<file path="src/include/acq_macros.svh">
////////////////////////////////////////////////////////////
// acquisition buffer constants
// sample RAM, stream and system bus widths, and the
// register offsets inside the upper half of the bus map
////////////////////////////////////////////////////////////

`ifndef ACQ_MACROS_SVH
`define ACQ_MACROS_SVH

// sample RAM address width, 1024 entries
`define ACQ_AW 10
// stream sample width
`define ACQ_DW 16
// system bus data width
`define ACQ_BW 32
// bus address, top bit selects the register half
`define ACQ_BAW (`ACQ_AW + 1)

// register offsets, low address bits of the register half
// command word, start and stop bits
`define ACQ_REG_CTL 0
// post-trigger sample count
`define ACQ_REG_CFG 1
// state and write pointer, read only
`define ACQ_REG_STS 2
// latched trigger pointer, read only
`define ACQ_REG_TRG 3

// status word: lsb of the pointer field
`define ACQ_STS_PTR 16

`endif

</file>
<file path="src/verilog/acq_post_counter.sv">
////////////////////////////////////////////////////////////
// post-trigger countdown
// counts written samples from the trigger on, pulses
// post_end on the sample that takes the count to zero
////////////////////////////////////////////////////////////

`include "acq_macros.svh"

module acq_post_counter (
  input  logic              bus,
  input  logic              ctl_rst,
  // configured count
  input  logic [`ACQ_AW-1:0] post_len,
  // accepted trigger, loads the counter
  input  logic              trg_acc,
  // written-sample strobe
  input  logic              wr_en,
  output logic              post_end
);

logic [`ACQ_AW-1:0] cnt;
logic               busy;
logic [`ACQ_AW-1:0] load_val;

// zero behaves like one sample
assign load_val = (post_len == '0) ? `ACQ_AW'(1) : post_len;

// trigger sample is the last one when the count is one
assign post_end = (trg_acc & wr_en & (load_val == `ACQ_AW'(1)))
                | (~trg_acc & busy & wr_en & (cnt == `ACQ_AW'(1)));

always_ff @(posedge bus) begin
  if (ctl_rst) begin
    cnt  <= '0;
    busy <= 1'b0;
  end else if (trg_acc) begin
    // trigger sample counts if it was written
    cnt  <= wr_en ? load_val - `ACQ_AW'(1) : load_val;
    busy <= ~(wr_en & (load_val == `ACQ_AW'(1)));
  end else if (busy & wr_en) begin
    cnt <= cnt - `ACQ_AW'(1);
    if (cnt == `ACQ_AW'(1)) begin
      busy <= 1'b0;
    end
  end
end

// busy always means at least one sample left
assert property (@(posedge bus) disable iff (ctl_rst)
  busy |-> (cnt != '0));

endmodule

</file>
<file path="config.mk">
export PLATFORM = sky130hd
export DESIGN_NAME = acq_post_counter
export DESIGN_NICKNAME = d
export VERILOG_FILES = /design/src/verilog/acq_post_counter.sv
export VERILOG_INCLUDE_DIRS = /design/src /design/src/include
export SDC_FILE = /design/constraint.sdc
export NUM_CORES = 1
export LEC_CHECK = 0
export ABC_AREA = 1
export BUFFER_PORTS_ARGS = -buffer_cell sky130_fd_sc_hd__clkbuf_2
export CAP_MARGIN = 20
export CORE_ASPECT_RATIO = 1.1
export CORE_MARGIN = 2
export CORE_UTILIZATION = 60
export DETAILED_ROUTE_END_ITERATION = 16
export GPL_ROUTABILITY_DRIVEN = 0
export PLACE_DENSITY = 0.88
export SLEW_MARGIN = 25
export SYNTH_ARGS = -nofsm -noshare
export SYNTH_HDL_FRONTEND = slang
export SYNTH_SLANG_ARGS = --single-unit
</file>
<file path="constraint.sdc">
create_clock -name bus -period 4 [get_ports bus]
set_input_delay 0.8 -clock bus [delete_from_list [all_inputs] [get_ports bus]]
set_output_delay 0.8 -clock bus [all_outputs]
set_load 0.01 [all_outputs]
</file>
==> impl_results.md <==
- Fin. Hold Viols: 0
- R2R Setup Slk: 2570 ps
- # H-tree levels: 1
- FF-to-FF End: cnt[8]
- First-pass GRT wire length: 4030 um
- Mean Syn Cell Area: roughly 6.4 sq um
- Congestion Overflow GR: 0
- Tcrit/Tclk final: around three quarters
- Antenna violations before repair: 0
- Post-layout nets: 192
- Power Dens Cells: about 270 nW/um^2
- Worst skew pair latency: 270 ps
- Share of the synthesized area in the top cell type: 21.8%
- Chip width: between 40 and 50 um
- Synth Instances: about 160
- Final Core Density: 70.2%
- Reg-to-Reg Start: cnt[0]
- CTS tree: built
- Relative slew slack: 74.2%
- Hold path cells: 2
- Static leakage: 0.000550 uW
- Kind of critical path: input port to output port
- Seq cells post-synth: 11
- Status: finished clean
- Initial Util: 64.0%
- Share of layout cells above drive strength 1: 22.5%
- Critical Path End Type: output port
- Post-synth ARST share: 0%
- Row count: 15
- Vias: 1085
- Worst hold path endpoint: cnt[9]
- Delay of the slowest critical-path stage: 160 ps
- Num ports: 15
- Die area: 2030 sq um
- Critical path cell sequence: clkbuf_2 -> nor2_1 -> nand2_1 -> nor2_4 -> a21oi_2 -> inv_1 -> ha_1 -> nand3_1 -> nor2_1 -> a21oi_1 -> a21oi_1 -> clkbuf_2
- Routed length on met3: 115 um
- Layout area overhead: 9.80%
- Setup TNS: 0 ps
- Bufs and invs on worst path: 3
- Routed len/inst: between 10 and 15 um
- EDFF count, synth: 0
- Worst VDD drop: between 0.1 and 0.15 mV
- Ranking of synthesized cells by area: dfxtp_1, nand2_1, inv_1, nor2_1, a21oi_1
- Total of max-cap violations: 0
- Wirelength, routed: 2420 um
- Port bufs: 14
- Tmin final: between 2000 and 3000 ps
- Vias per cell: between 5 and 6
- Die height: 47 um
- Worst-Margin Slew: 386 ps
- All-Layer GR Usage: between 20% and 30%
- CP arrival: about 2200 ps
- Vias in the first global route: approximately 1000
- Hold_sp: cnt[9]
- WL met2: between 1000 and 1500 um
- Max frequency: 337 MHz
- CTS Buf Count: 3
- Drt drc: 0
- Sequential-to-total area share from yosys stat: a little over a fifth
- HP Class: flop to flop
- Data required, critical path: approximately 3200 ps
- Mapped cell area: 1010 sq um
- DR iter-0 viols: 40
- Slowest CP cell: a21oi_1
- # Post-CTS Setup Buffers: 0
- DP Wirelength: 1900 um
- Synth Flop Type: dfxtp_1
- Synthesized Nets: 175
- FF-to-FF path depth: 10
- Synth warnings: 0
- Antenna cells: 0
- Yosys cell types: 31
- Startpoint Class: input port
- Post_cts resized: 0
- Cell family with most CP delay: simple AND/OR/NAND/NOR gates
- Yosys top cell by area: dfxtp_1
- RSZ-0062 raised after global routing: false
- Core outline area: between 1500 and 2000 sq um
- Final setup violation count: 0
- Metal-1 WL: about 1100 um
- # fillers: approximately 140
- Drt first pass iters: 4
- CTS Sinks: 11
- Clk root buf: clkbuf_4
- Antenna viol nets, final: 0
- CP max FO: 3
- CTS max path bufs: 2
- Final count of pins violating max slew: 0
- Largest net degree at the start of global routing: 17
- Layout Skew: around 2.8 ps
- Clock Pin Slew Worst Setup and Hold Paths: approximately 80 ps
- Hold_buf cts: 0
- Uppermost layer routed: met4
[cell usage in the layout (no fill, tap or decap), types with 3 or more instances in the layout]
cell type,instances
nor2_1,18
nand4_1,3
dfxtp_1,11
inv_2,3
nand2_2,3
ha_1,4
clkbuf_2,14
a21oi_1,12
o21ai_0,10
o21ai_1,5
nand3_1,9
inv_1,24
nor2_2,4
nand2_1,26
clkbuf_4,3
[report_power, final]
part           switching [uW]  internal, uW  total [uW]
Clock                    41.0          38.6        79.6
Combinational            58.3          31.6        90.0
Sequential               7.42           119         126
Total                     107           189         296
[metal layers]
layer,track usage [%],vias up
li1,-,555
met1,32.7,484
met2,48.7,41
met3,1.15,5
met4,11.5,0
met5,0,-
[sequential cells by signal, summed over array words and instances (netlist names)]
register  cells
cnt          10
busy          1
[cells in the mapped netlist (3+ instances only)]
cell type and instances:
dfxtp_1 11, nand2_1 26, ha_1 4, nand4_1 3
a21oi_1 12, o21ai_1 5, o21ai_0 10, nor2_1 18
inv_1 24, nand3_1 9, nor2_2 4, inv_2 3
nand2_2 3
[worst max-delay path by stage]
stage | start | endpoint | slack [ps] | cells after the start
final | post_len[8] | post_end | 1030 | 12
after global routing | post_len[8] | post_end | 900 | 12
after CTS | post_len[8] | post_end | 1040 | 12
after detailed placement | post_len[8] | post_end | 1050 | 12
after global placement | post_len[8] | post_end | 1140 | 12
after floorplan | post_len[9] | post_end | 1350 | 10
[stage by stage]
stage	area, sq um	cells	hold slack [ps]	total power [uW]	worst slack, ps
detailed placement	1080	186	482	216	1050
finish	1110	190	493	296	1030
global placement	1080	186	468	212	1140
CTS	1110	190	494	294	1040
floorplan	1010	157	451	192	1350
global route	1110	190	551	312	897
[worst register-to-register path, delay by kind of cell, from the launching register on]
kind | cells | cell delay, ps
adders and majority gates | 1 | 220
and+or+nand+nor | 3 | 230
buffers and inverters | 3 | 210
DFF | 1 | 380
AOI/OAI and AO/OA | 3 | 290
[area by class of cell]
| type | count | area (sq um) | area share [%] |
|---|---|---|---|
| flip-flops and latches | 11 | 220 | 19.9 |
| clock buffers | 4 | 26.3 | 2.37 |
| multi-input cells | 117 | 668 | 60.3 |
| well taps | 17 | 21.3 | 1.92 |
| inverters | 27 | 101 | 9.15 |
| repair buffers | 14 | 70.1 | 6.33 |
[cell families (layout without fill, tap and decap cells)]
logic type | count (synthesis) | count (layout) | synth area share (%)
simple gates | 74 | 74 | 37.2
buf+inv | 29 | 45 | 11.9
flops | 11 | 11 | 21.8
xor+xnor | 2 | 2 | 1.74
compound gates | 37 | 37 | 22.3
fa+ha+maj | 4 | 4 | 4.96
Note: power is estimated with default switching activity, not from simulation.
