## src/include/acq_macros.svh

```systemverilog
////////////////////////////////////////////////////////////
// acquisition buffer constants
// sample RAM, stream and system bus widths, and the
// register offsets inside the upper half of the bus map
////////////////////////////////////////////////////////////

`ifndef ACQ_MACROS_SVH
`define ACQ_MACROS_SVH

// sample RAM address width, 1024 entries
`define ACQ_AW 10
// stream sample width
`define ACQ_DW 16
// system bus data width
`define ACQ_BW 32
// bus address, top bit selects the register half
`define ACQ_BAW (`ACQ_AW + 1)

// register offsets, low address bits of the register half
// command word, start and stop bits
`define ACQ_REG_CTL 0
// post-trigger sample count
`define ACQ_REG_CFG 1
// state and write pointer, read only
`define ACQ_REG_STS 2
// latched trigger pointer, read only
`define ACQ_REG_TRG 3

// status word: lsb of the pointer field
`define ACQ_STS_PTR 16

`endif

```

## src/verilog/acq_pkg.sv

```systemverilog
////////////////////////////////////////////////////////////
// acquisition buffer types
// capture FSM state and the two views of a bus write word
////////////////////////////////////////////////////////////

`include "acq_macros.svh"

package acq_pkg;

  // capture FSM states, read back through status bits 1:0
  typedef enum logic [1:0] {
    st_idle  = 2'd0,
    st_armed = 2'd1,
    st_post  = 2'd2,
    st_done  = 2'd3
  } acq_state_t;

  // bus write word
  // cmd view for the command register
  // cfg view for the post-trigger count register
  typedef union packed {
    struct packed {
      logic [`ACQ_BW-3:0] rsvd;
      // return to idle
      logic               stop;
      // clear pointer and arm
      logic               start;
    } cmd;
    struct packed {
      logic [`ACQ_BW-`ACQ_AW-1:0] rsvd;
      // samples kept after the trigger, 0 acts as 1
      logic [`ACQ_AW-1:0]         cnt;
    } cfg;
  } acq_reg_u;

endpackage

```

## src/verilog/acq_fsm.sv

```systemverilog
////////////////////////////////////////////////////////////
// capture state machine
// idle -> armed on start, armed -> post on trigger,
// post -> done at the end of the post-trigger count
////////////////////////////////////////////////////////////

`include "acq_macros.svh"

module acq_fsm import acq_pkg::*; (
  input  logic       bus,
  input  logic       ctl_rst,
  // command pulses from the register block
  input  logic       start_cmd,
  input  logic       stop_cmd,
  // external trigger strobe
  input  logic       trg,
  // last post-trigger sample written
  input  logic       post_end,
  output acq_state_t state,
  output logic       cap_en,
  output logic       trg_acc,
  output logic       done
);

acq_state_t state_nxt;

////////////////////////////////////////////////////////////
// state register
////////////////////////////////////////////////////////////

always_ff @(posedge bus) begin
  if (ctl_rst) begin
    state <= st_idle;
  end else begin
    state <= state_nxt;
  end
end

// stop beats start, start beats trigger, trigger beats post_end
always_comb begin
  state_nxt = state;
  if (stop_cmd) begin
    state_nxt = st_idle;
  end else if (start_cmd) begin
    state_nxt = st_armed;
  end else begin
    case (state)
      st_armed: begin
        // a count of one ends on the trigger sample itself
        if (trg) begin
          state_nxt = post_end ? st_done : st_post;
        end
      end
      st_post: begin
        if (post_end) begin
          state_nxt = st_done;
        end
      end
      default: begin
        state_nxt = state;
      end
    endcase
  end
end

////////////////////////////////////////////////////////////
// outputs decoded from the registered state
////////////////////////////////////////////////////////////

// samples are stored in armed and post
assign cap_en  = (state == st_armed) | (state == st_post);
// trigger only counts when no command overrides it
assign trg_acc = (state == st_armed) & trg & ~stop_cmd & ~start_cmd;
assign done    = (state == st_done);

// counter ends only inside post, or on the trigger sample
assert property (@(posedge bus) disable iff (ctl_rst)
  post_end |-> (state == st_post) || trg_acc);

endmodule

```

## config.mk

```make
export PLATFORM = sky130hd
export DESIGN_NAME = acq_fsm
export DESIGN_NICKNAME = d
export VERILOG_FILES = /design/src/verilog/acq_pkg.sv /design/src/verilog/acq_fsm.sv
export VERILOG_INCLUDE_DIRS = /design/src /design/src/include
export SDC_FILE = /design/constraint.sdc
export NUM_CORES = 1
export LEC_CHECK = 0
export ABC_AREA = 1
export BUFFER_PORTS_ARGS = -buffer_cell sky130_fd_sc_hd__clkbuf_2
export CORE_AREA = 2 2 39 41
export DETAILED_ROUTE_END_ITERATION = 6
export DIE_AREA = 0 0 41 43
export SYNTH_ARGS = -nofsm -noshare
export SYNTH_HDL_FRONTEND = slang
export SYNTH_SLANG_ARGS = --single-unit
```

## constraint.sdc

```tcl
create_clock -name bus -period 2.6 [get_ports bus]
set_input_delay 0.13 -clock bus [delete_from_list [all_inputs] [get_ports bus]]
set_output_delay 0.13 -clock bus [all_outputs]
set_load 0.1 [all_outputs]
```

==> results.cfg <==
[detailed_routing]
via_count = 206
drt-total-wl_um = 445
drcViolationCount = 0
first_pass_iters = 4
avgRoutedWirePerCell_um = 7.54
detail_route.vias_per_cell = 3.49
detail-route-antenna-nets = 0
initialDrtViolationCount = 2

[timing]
setup_repair_after_global_routing_missed_its_margin = no
final_hold_viol_count = 0
fin_worst_skew_ps = 0.566
fin_crit_sh_pct = 62.6
fmaxAchievable_mhz = 614
post-route-min-period_ps = 1630
worst_slack_ps = 973
timing.setup.tns_ps = 0
timing_max_transition_violations_final = 0
worst_slew_margin_relative_to_its_limit_pct = 64.0
finalSetupViolCount = 0
max_slew.worst_pin.slew_ps = 543

[min_path]
timing.hold.worst_endpoint = state[0]
min_path_cells = 4
hold_class = in -> reg
hold_start = ctl_rst

[clock_network]
clk_latency_ps = 220
tritoncts = built
post_cts_resize_count = 0
numClockSinks = 2
cts_setup_buffers = 0
cts_buffers = 3
ctsRootBufferMaster = sky130_fd_sc_hd__clkbuf_4
post_cts_hold_buffer_count = 0
number_of_buffers_between_clock_root_and_the_deepest_sink = 2
cts.clk_slew.worst_paths_ps = 30
htree_levels = 1

[layout]
final_core_density_pct = 22.0
largest_register_ffs = 2
ff_latch_area_um2 = 40.0
nets = 55
area_of_the_multi_input_gates_um2 = 138
fillCellCount = 154
diodes = 0
areaGrowthSynthToFinish_pct = 54.8
layout.cells.most_common = sky130_fd_sc_hd__clkbuf_2
post_route_cells_drive_above_1_share_pct = 37.2
layout.cells.most_common_list = 10 x sky130_fd_sc_hd__clkbuf_2, 9 x sky130_fd_sc_hd__inv_1, 4 x sky130_fd_sc_hd__nand2_1, 4 x sky130_fd_sc_hd__ha_1, 3 x sky130_fd_sc_hd__clkbuf_4
reg_top3 = state x2
max_flop_register = state

[pwr]
cell_internal_pwr_mw = 0.0922
p_seq_share_pct = 23.8
power-per-cell-area_nw_per_um2 = 462
comb_power_share_pct = 27.3
leakage_power_of_the_design_nw = 0.169
worst_ir_drop_on_vdd_uv = 172
part_of_the_total_power_dissipated_in_the_clock_network_pct = 48.9
total_switching_power_mw = 0.0482
power_switching_share_pct = 34.3

[critical_path]
critPathArrivalTime_ps = 1500
worst-path-max-fanout = 5
timing.reg2reg.worst_path_depth = 7
worstReg2RegEnd = state[0]
cpMostUsedCell = sky130_fd_sc_hd__inv_1
crit_path_top_delay_cell = sky130_fd_sc_hd__clkbuf_2
rr_startpoint = state[0]
cp_slowest_stage_delay_ps = 440
critPathKind = reg -> out
critPathRequiredTime_ps = 2470
setup.worst_path.start_class = register
cells_along_the_critical_path = inv_1 > ha_1 > inv_1 > clkbuf_2
critPathCaptureType = primary output
reg2reg_setup_slack_ps = 1290

[synth]
syn_nets = 40
synth_sequential_area_ratio_pct = 20.4
netlist_area_um2 = 196
syn_inst = 30
post_synth.cell_area_avg_um2 = 6.55
synth.distinct_cells = 11
ys_warn_count = 0
synth-seq-cells = 2

[global_routing]
grtUsageTotal_pct = 7.71
grt_first_pass_wirelength_um = 814
number_of_global_route_vias_before_repair = 205
pin_count_of_the_biggest_net_entering_global_routing = 6
number_of_antenna_violations_at_the_first_check_in_global_routing = 0
grt_overflow_total = 0

[status]
run_status = completed

[place]
gp_congestion = 0.691
port_buffers = 10
dp_hpwl_um = 384
pre_cts_setup_slack_ps = 1190

[job]
maxCapViolations = 0

[floorplanning]
start_util_pct = 14.2
design.core.area_um2 = 1380
design.die.area_um2 = 1760
die_y_um = 43
width_of_the_die_um = 41
boundaryPins = 11
rows = 14
## cell usage after synthesis
master                    n  area, um2
sky130_fd_sc_hd__a21oi_1  2       10.0
sky130_fd_sc_hd__dfxtp_1  2       40.0
sky130_fd_sc_hd__ha_1     4       50.1
sky130_fd_sc_hd__inv_1    9       33.8
sky130_fd_sc_hd__nand2_1  4       15.0
sky130_fd_sc_hd__nand2_2  2       12.5
sky130_fd_sc_hd__nand3_1  2       10.0
sky130_fd_sc_hd__nor2_1   2       7.51
sky130_fd_sc_hd__nor4_1   1       6.26
sky130_fd_sc_hd__o21ai_1  1       5.00
sky130_fd_sc_hd__or2_0    1       6.26
## logic make-up (layout without fill, tap and decap cells)
kind of cell	count (synthesis)	count (layout)	share of synthesized area, %
buffers and inverters	9	22	17.2
DFF	2	2	20.4
and+or+nand+nor	12	12	29.3
AOI/OAI and AO/OA	3	3	7.64
adders and majority gates	4	4	25.5
## per-stage QoR
step | instance area, um2 | hold slack, ps | instances | total power, mW
global placement | 282 | 394 | 56 | 0.0723
floorplan | 211 | 284 | 30 | 0.0630
finish | 304 | 166 | 59 | 0.140
detailed placement | 282 | 399 | 56 | 0.0726
global route | 304 | 196 | 59 | 0.155
CTS | 304 | 166 | 59 | 0.143
## final cells by class
cell class	count	share of cell area (%)
sequential	2	13.2
clock buffer	3	7.41
inverter	9	11.1
timing repair buffer	10	16.5
multi-input combinational	19	45.3
tap	16	6.58
## worst max-delay path by stage
| stage | from | end | slack (ps) | cells after the start |
|---|---|---|---|---|
| 5_1_grt | state[0] | cap_en | 870 | 4 |
| 3_3_place_gp | state[0] | cap_en | 1190 | 4 |
| 2_1_floorplan | state[0] | trg_acc | 160 | 3 |
| 4_1_cts | state[0] | cap_en | 950 | 4 |
| 6_report | state[0] | cap_en | 970 | 4 |
| 3_5_place_dp | state[0] | cap_en | 1190 | 4 |
## power by group through the flow
stage | clock (mW) | sequential (mW) | combinational, mW
finish | 0.0686 | 0.0334 | 0.0384
CTS | 0.0705 | 0.0335 | 0.0388
floorplan | 0 | 0.0414 | 0.0216
global route | 0.0795 | 0.0338 | 0.0416
global placement | 0 | 0.0339 | 0.0385
detailed placement | 0 | 0.0339 | 0.0387
## critical path: cells and delay by family (launching register included)
kind / cells / cell delay [ps]
buf+inv: 3 / 580
flops: 1 / 390
fa+ha+maj: 1 / 300
## metal layers
metal	vias up	global-route usage (%)	wire length, um
met5	-	0	0
met4	0	10.0	7
met3	2	3.14	24
met2	5	9.06	233
met1	81	8.60	180
li1	118	-	-
(Power assumes the default switching activity.)
