**src/include/acq_macros.svh**
```systemverilog
////////////////////////////////////////////////////////////
// acquisition buffer constants
// sample RAM, stream and system bus widths, and the
// register offsets inside the upper half of the bus map
////////////////////////////////////////////////////////////

`ifndef ACQ_MACROS_SVH
`define ACQ_MACROS_SVH

// sample RAM address width, 1024 entries
`define ACQ_AW 10
// stream sample width
`define ACQ_DW 16
// system bus data width
`define ACQ_BW 32
// bus address, top bit selects the register half
`define ACQ_BAW (`ACQ_AW + 1)

// register offsets, low address bits of the register half
// command word, start and stop bits
`define ACQ_REG_CTL 0
// post-trigger sample count
`define ACQ_REG_CFG 1
// state and write pointer, read only
`define ACQ_REG_STS 2
// latched trigger pointer, read only
`define ACQ_REG_TRG 3

// status word: lsb of the pointer field
`define ACQ_STS_PTR 16

`endif

```
**src/verilog/acq_pkg.sv**
```systemverilog
////////////////////////////////////////////////////////////
// acquisition buffer types
// capture FSM state and the two views of a bus write word
////////////////////////////////////////////////////////////

`include "acq_macros.svh"

package acq_pkg;

  // capture FSM states, read back through status bits 1:0
  typedef enum logic [1:0] {
    st_idle  = 2'd0,
    st_armed = 2'd1,
    st_post  = 2'd2,
    st_done  = 2'd3
  } acq_state_t;

  // bus write word
  // cmd view for the command register
  // cfg view for the post-trigger count register
  typedef union packed {
    struct packed {
      logic [`ACQ_BW-3:0] rsvd;
      // return to idle
      logic               stop;
      // clear pointer and arm
      logic               start;
    } cmd;
    struct packed {
      logic [`ACQ_BW-`ACQ_AW-1:0] rsvd;
      // samples kept after the trigger, 0 acts as 1
      logic [`ACQ_AW-1:0]         cnt;
    } cfg;
  } acq_reg_u;

endpackage

```
**src/verilog/acq_regs.sv**
```systemverilog
////////////////////////////////////////////////////////////
// system bus decoder
// command, config, status and trigger-pointer registers
// in the upper half, sample RAM reads in the lower half
////////////////////////////////////////////////////////////

`include "acq_macros.svh"

module acq_regs import acq_pkg::*; (
  input  logic                bus,
  input  logic                ctl_rst,
  // system bus
  input  logic [`ACQ_BAW-1:0] addr,
  input  logic                wen,
  input  logic                ren,
  input  acq_reg_u            wdata,
  output logic [`ACQ_BW-1:0]  rdata,
  output logic                ack,
  output logic                err,
  // status sources
  input  acq_state_t          state,
  input  logic [`ACQ_AW-1:0]  wr_ptr,
  input  logic [`ACQ_AW-1:0]  trg_ptr,
  input  logic [`ACQ_DW-1:0]  ram_rdata,
  // control outputs
  output logic                start_cmd,
  output logic                stop_cmd,
  output logic [`ACQ_AW-1:0]  post_len,
  // sample RAM read port
  output logic                ram_ren,
  output logic [`ACQ_AW-1:0]  ram_raddr
);

logic               is_reg;
logic [`ACQ_AW-1:0] off;
logic               ctl_hit, cfg_hit, sts_hit, trg_hit;
logic               acc_bad;
// registered read select, lines up with ack
logic               rd_ram_q, rd_cfg_q, rd_sts_q, rd_trg_q;

////////////////////////////////////////////////////////////
// address decode
////////////////////////////////////////////////////////////

assign is_reg  = addr[`ACQ_BAW-1];
assign off     = addr[`ACQ_AW-1:0];
assign ctl_hit = is_reg & (off == `ACQ_AW'(`ACQ_REG_CTL));
assign cfg_hit = is_reg & (off == `ACQ_AW'(`ACQ_REG_CFG));
assign sts_hit = is_reg & (off == `ACQ_AW'(`ACQ_REG_STS));
assign trg_hit = is_reg & (off == `ACQ_AW'(`ACQ_REG_TRG));

// RAM is read only, status and trigger pointer too
// anything past the last offset is unmapped
assign acc_bad = is_reg ? ~(ctl_hit | cfg_hit | sts_hit | trg_hit)
                          | (wen & (sts_hit | trg_hit))
                        : wen;

// command pulses act on the write edge
assign start_cmd = wen & ctl_hit & wdata.cmd.start;
assign stop_cmd  = wen & ctl_hit & wdata.cmd.stop;

assign ram_ren   = ren & ~is_reg;
assign ram_raddr = off;

////////////////////////////////////////////////////////////
// registers and bus handshake
////////////////////////////////////////////////////////////

always_ff @(posedge bus) begin
  if (ctl_rst) begin
    post_len <= '0;
  end else if (wen & cfg_hit) begin
    post_len <= wdata.cfg.cnt;
  end
end

always_ff @(posedge bus) begin
  if (ctl_rst) begin
    ack      <= 1'b0;
    err      <= 1'b0;
    rd_ram_q <= 1'b0;
    rd_cfg_q <= 1'b0;
    rd_sts_q <= 1'b0;
    rd_trg_q <= 1'b0;
  end else begin
    ack      <= ren | wen;
    err      <= (ren | wen) & acc_bad;
    rd_ram_q <= ram_ren;
    rd_cfg_q <= ren & cfg_hit;
    rd_sts_q <= ren & sts_hit;
    rd_trg_q <= ren & trg_hit;
  end
end

// read mux, zero for command and unmapped reads
always_comb begin
  rdata = '0;
  if (rd_ram_q) begin
    rdata = {{(`ACQ_BW-`ACQ_DW){1'b0}}, ram_rdata};
  end else if (rd_cfg_q) begin
    rdata = {{(`ACQ_BW-`ACQ_AW){1'b0}}, post_len};
  end else if (rd_sts_q) begin
    // pointer in the upper field, state in bits 1:0
    rdata = {{(`ACQ_BW-`ACQ_STS_PTR-`ACQ_AW){1'b0}}, wr_ptr,
             {(`ACQ_STS_PTR-2){1'b0}}, state};
  end else if (rd_trg_q) begin
    rdata = {{(`ACQ_BW-`ACQ_AW){1'b0}}, trg_ptr};
  end
end

// one ack per strobe, never stretched
assert property (@(posedge bus) disable iff (ctl_rst)
  (ack && !(ren || wen)) |=> !ack);

endmodule

```
**config.mk**
```make
export PLATFORM = sky130hd
export DESIGN_NAME = acq_regs
export DESIGN_NICKNAME = d
export VERILOG_FILES = /design/src/verilog/acq_pkg.sv /design/src/verilog/acq_regs.sv
export VERILOG_INCLUDE_DIRS = /design/src /design/src/include
export SDC_FILE = /design/constraint.sdc
export NUM_CORES = 1
export LEC_CHECK = 0
export CORE_ASPECT_RATIO = 1.4
export CORE_MARGIN = 10
export CORE_UTILIZATION = 60
export DETAILED_ROUTE_END_ITERATION = 8
export DONT_BUFFER_PORTS = 1
export MAX_ROUTING_LAYER = met4
export PLACE_DENSITY = 0.76
export SKIP_LAST_GASP = 1
export SYNTH_ARGS = -nofsm -noshare
export SYNTH_HDL_FRONTEND = slang
export SYNTH_SLANG_ARGS = --single-unit
```
**constraint.sdc**
```tcl
create_clock -name bus -period 2.1 [get_ports bus]
set_input_delay 0.42 -clock bus [delete_from_list [all_inputs] [get_ports bus]]
set_output_delay 0.42 -clock bus [all_outputs]
set_load 0.01 [all_outputs]
```
==> flow_metrics.tcl <==
set metrics [dict create \
    status "completed" \
    path_cells "or4_4 > or2_1 > nor4b_2 > buf_4" \
    synth-edff-count 0 \
    grt_max_degree 25 \
    fp.dieH_um 72.7 \
    place_ws_ns 0.0660 \
    fin_ws_ns 0.0926 \
    clock_skew_ns 0 \
    synth_area_mm2 0.00119 \
    ys_ff_latch 16 \
    core_mm2 0.00193 \
    p_int_uw 435 \
    clkPwrFrac_pct 34.9 \
    ys_seq_area_share_pct 26.9 \
    antennaDiodeCount 0 \
    period_needed_ns 2.01 \
    p_comb_share_pct 8.4 \
    htreeDepth 1 \
    worst_skew_pair.late_latency_ns 0.27 \
    vias_per_cell 5.97 \
    cap_violations 0 \
    grt_usage_pct 14.9 \
    critPathLaunchType "input pin" \
    timing.final.hold_violations 0 \
    p_sw_uw 119 \
    numClockSinks 16 \
    antenna_found_initial 0 \
    rsz0062_at_grt "no" \
    rrSetupSlack_ns 1.38 \
    drt_pass1_iterations 4 \
    gp_congestion 0.681 \
    route.vias.total 943 \
    report.power.total_uw 554 \
    start_util_pct 61.9 \
    wl_per_cell_um 21.4 \
    postRouteAntennaNets 0 \
    drc_errors 0 \
    utilization_pct 61.4 \
    finalNetCount 223 \
    pwr-share-seq_pct 56.7 \
    grt_pass1_wl_um 5040 \
    drt-initial-drc-count 29 \
    max_freq_mhz 498 \
    drive_above_1_share_pct 12.4 \
    ys.flop_type "dfxtp_1" \
    cp_slowest_stage_delay_ns 0.52 \
    syn_inst 146 \
    power.density_mw_per_mm2 469 \
    layout_common_cells "nand2b_1 (21), and2_1 (16), dfxtp_1 (15), nand2_1 (12), nor2_1 (11)" \
    critical_path_class "in2out" \
    synthArstFlopShare_pct 0 \
    hold_end "rd_ram_q" \
    io_buffers 0 \
    p_leak_uw 0.000430 \
    end_kind "output port" \
    die-area_mm2 0.00420 \
    r2r-start "post_len[1]" \
    required_ns 1.68 \
    worstReg2RegEnd "post_len[1]" \
    clock-root-buffer "clkbuf_4" \
    clk_pin_slew_ns 0.08 \
    clk_path_buf_depth 2 \
    grt_pass1_vias 982 \
    cp_slowest_cell "or4_4" \
    numCtsBuffers 3 \
    drv_slew 0 \
    crit_arrival_ns 1.59 \
    vdd_drop_max_v 0.000505 \
    hold_depth 1 \
    tns_ns 0 \
    setup_viol_count_final 0 \
    crit_path_max_fanout 3 \
    r2r_cells 2 \
    syn2layout_area_growth_pct -0.840 \
    overflow 0 \
    cts_tree "done" \
    yosys_warnings 0 \
    post-route-period-util_pct 95.6 \
    wl_um 3390 \
    rows 19 \
    final_common_cell "nand2b_1" \
    boundaryPins 142 \
    ys_types 28 \
    switching_share_pct 21.5 \
    hp-start "ctl_rst" \
    die_w_um 57.7 \
    syn_avg_cell_area_um2 8.17 \
    hp-class "in2reg" \
]
-- critical path: cells and delay by family --
kind	cells	cell delay, ns
buf+inv	1	0.16
simple gates	3	1.00
-- worst max-delay path by stage --
stage,start,end,depth (start not counted)
floorplan,addr[5],start_cmd,3
global placement,addr[5],stop_cmd,4
detailed placement,addr[5],stop_cmd,4
CTS,rd_ram_q,rdata[9],2
global route,rd_cfg_q,rdata[1],2
finish,addr[5],start_cmd,4
-- cell type report --
class	count	area, um^2
multi-input cells	111	757
fillers	181	743
flip-flops and latches	16	322
repair buffers	5	37.5
clock buffers	4	36.3
well taps	21	26.3
inverters	1	3.75
-- repair_timing --
item	in CTS	in global routing
gates resized for setup	1	4
hold endpoints to repair	0	0
setup buffers	0	0
setup endpoints to repair	10	10
hold buffers	0	0
pin swaps	0	0
-- power groups by stage --
stage	combinational (uW)	clock (uW)	sequential, uW
after floorplan	74.9	0	316
after global placement	45.6	0	320
after detailed placement	46.6	0	321
after CTS	46.4	202	314
after global routing	51.6	217	315
final	46.7	193	314
-- per-layer routing --
| layer | wire (um) | GRT usage [%] | vias up | share of wire [%] |
|---|---|---|---|---|
| met5 | 0 | - | - | 0 |
| met4 | 20 | 3.93 | 0 | 0.59 |
| met3 | 564 | 9.06 | 2 | 17 |
| met2 | 1620 | 23.2 | 78 | 48 |
| met1 | 1190 | 15.6 | 403 | 35 |
| li1 | - | - | 460 | - |
-- per-stage QoR --
| step | instance area, um^2 | hold slack [ns] | std cells |
|---|---|---|---|
| finish | 1180 | 0.200 | 158 |
| global placement | 1120 | 0.498 | 154 |
| floorplan | 1210 | 0.497 | 151 |
| CTS | 1160 | 0.197 | 158 |
| detailed placement | 1120 | 0.496 | 154 |
| global route | 1180 | 0.181 | 158 |
-- Yosys cell counts, types with 2 or more instances --
master | count | area (um^2)
nand2b_1 | 21 | 131
and2_1 | 16 | 100
buf_4 | 16 | 120
dfxtp_1 | 16 | 320
nand2_1 | 12 | 45.0
nor2_1 | 11 | 41.3
mux2i_1 | 10 | 100
a221o_1 | 8 | 80.1
clkbuf_1 | 6 | 22.5
nor2b_1 | 5 | 31.3
a221oi_1 | 2 | 17.5
nor3_1 | 2 | 10.0
nor4_1 | 2 | 12.5
nor4b_1 | 2 | 17.5
o21ai_0 | 2 | 10.0
o31ai_1 | 2 | 15.0
or4_4 | 2 | 22.5
-- logic make-up (layout without fill, tap and decap cells) --
| family | count (synthesis) | after routing | synth area share, % |
|---|---|---|---|
| AOI/OAI and AO/OA | 15 | 15 | 10.9 |
| buffers and inverters | 24 | 10 | 13.2 |
| DFF | 16 | 16 | 26.9 |
| muxes | 10 | 10 | 8.39 |
| other | 1 | 6 | 0.314 |
| and+or+nand+nor | 80 | 80 | 40.3 |
-- flip-flops by register name (all words and copies together), names as in the netlist --
register / cells
rd_trg_q: 1
ack: 1
rd_sts_q: 1
rd_cfg_q: 1
err: 1
post_len: 10
rd_ram_q: 1
Note: power is estimated with default switching activity, not from simulation.
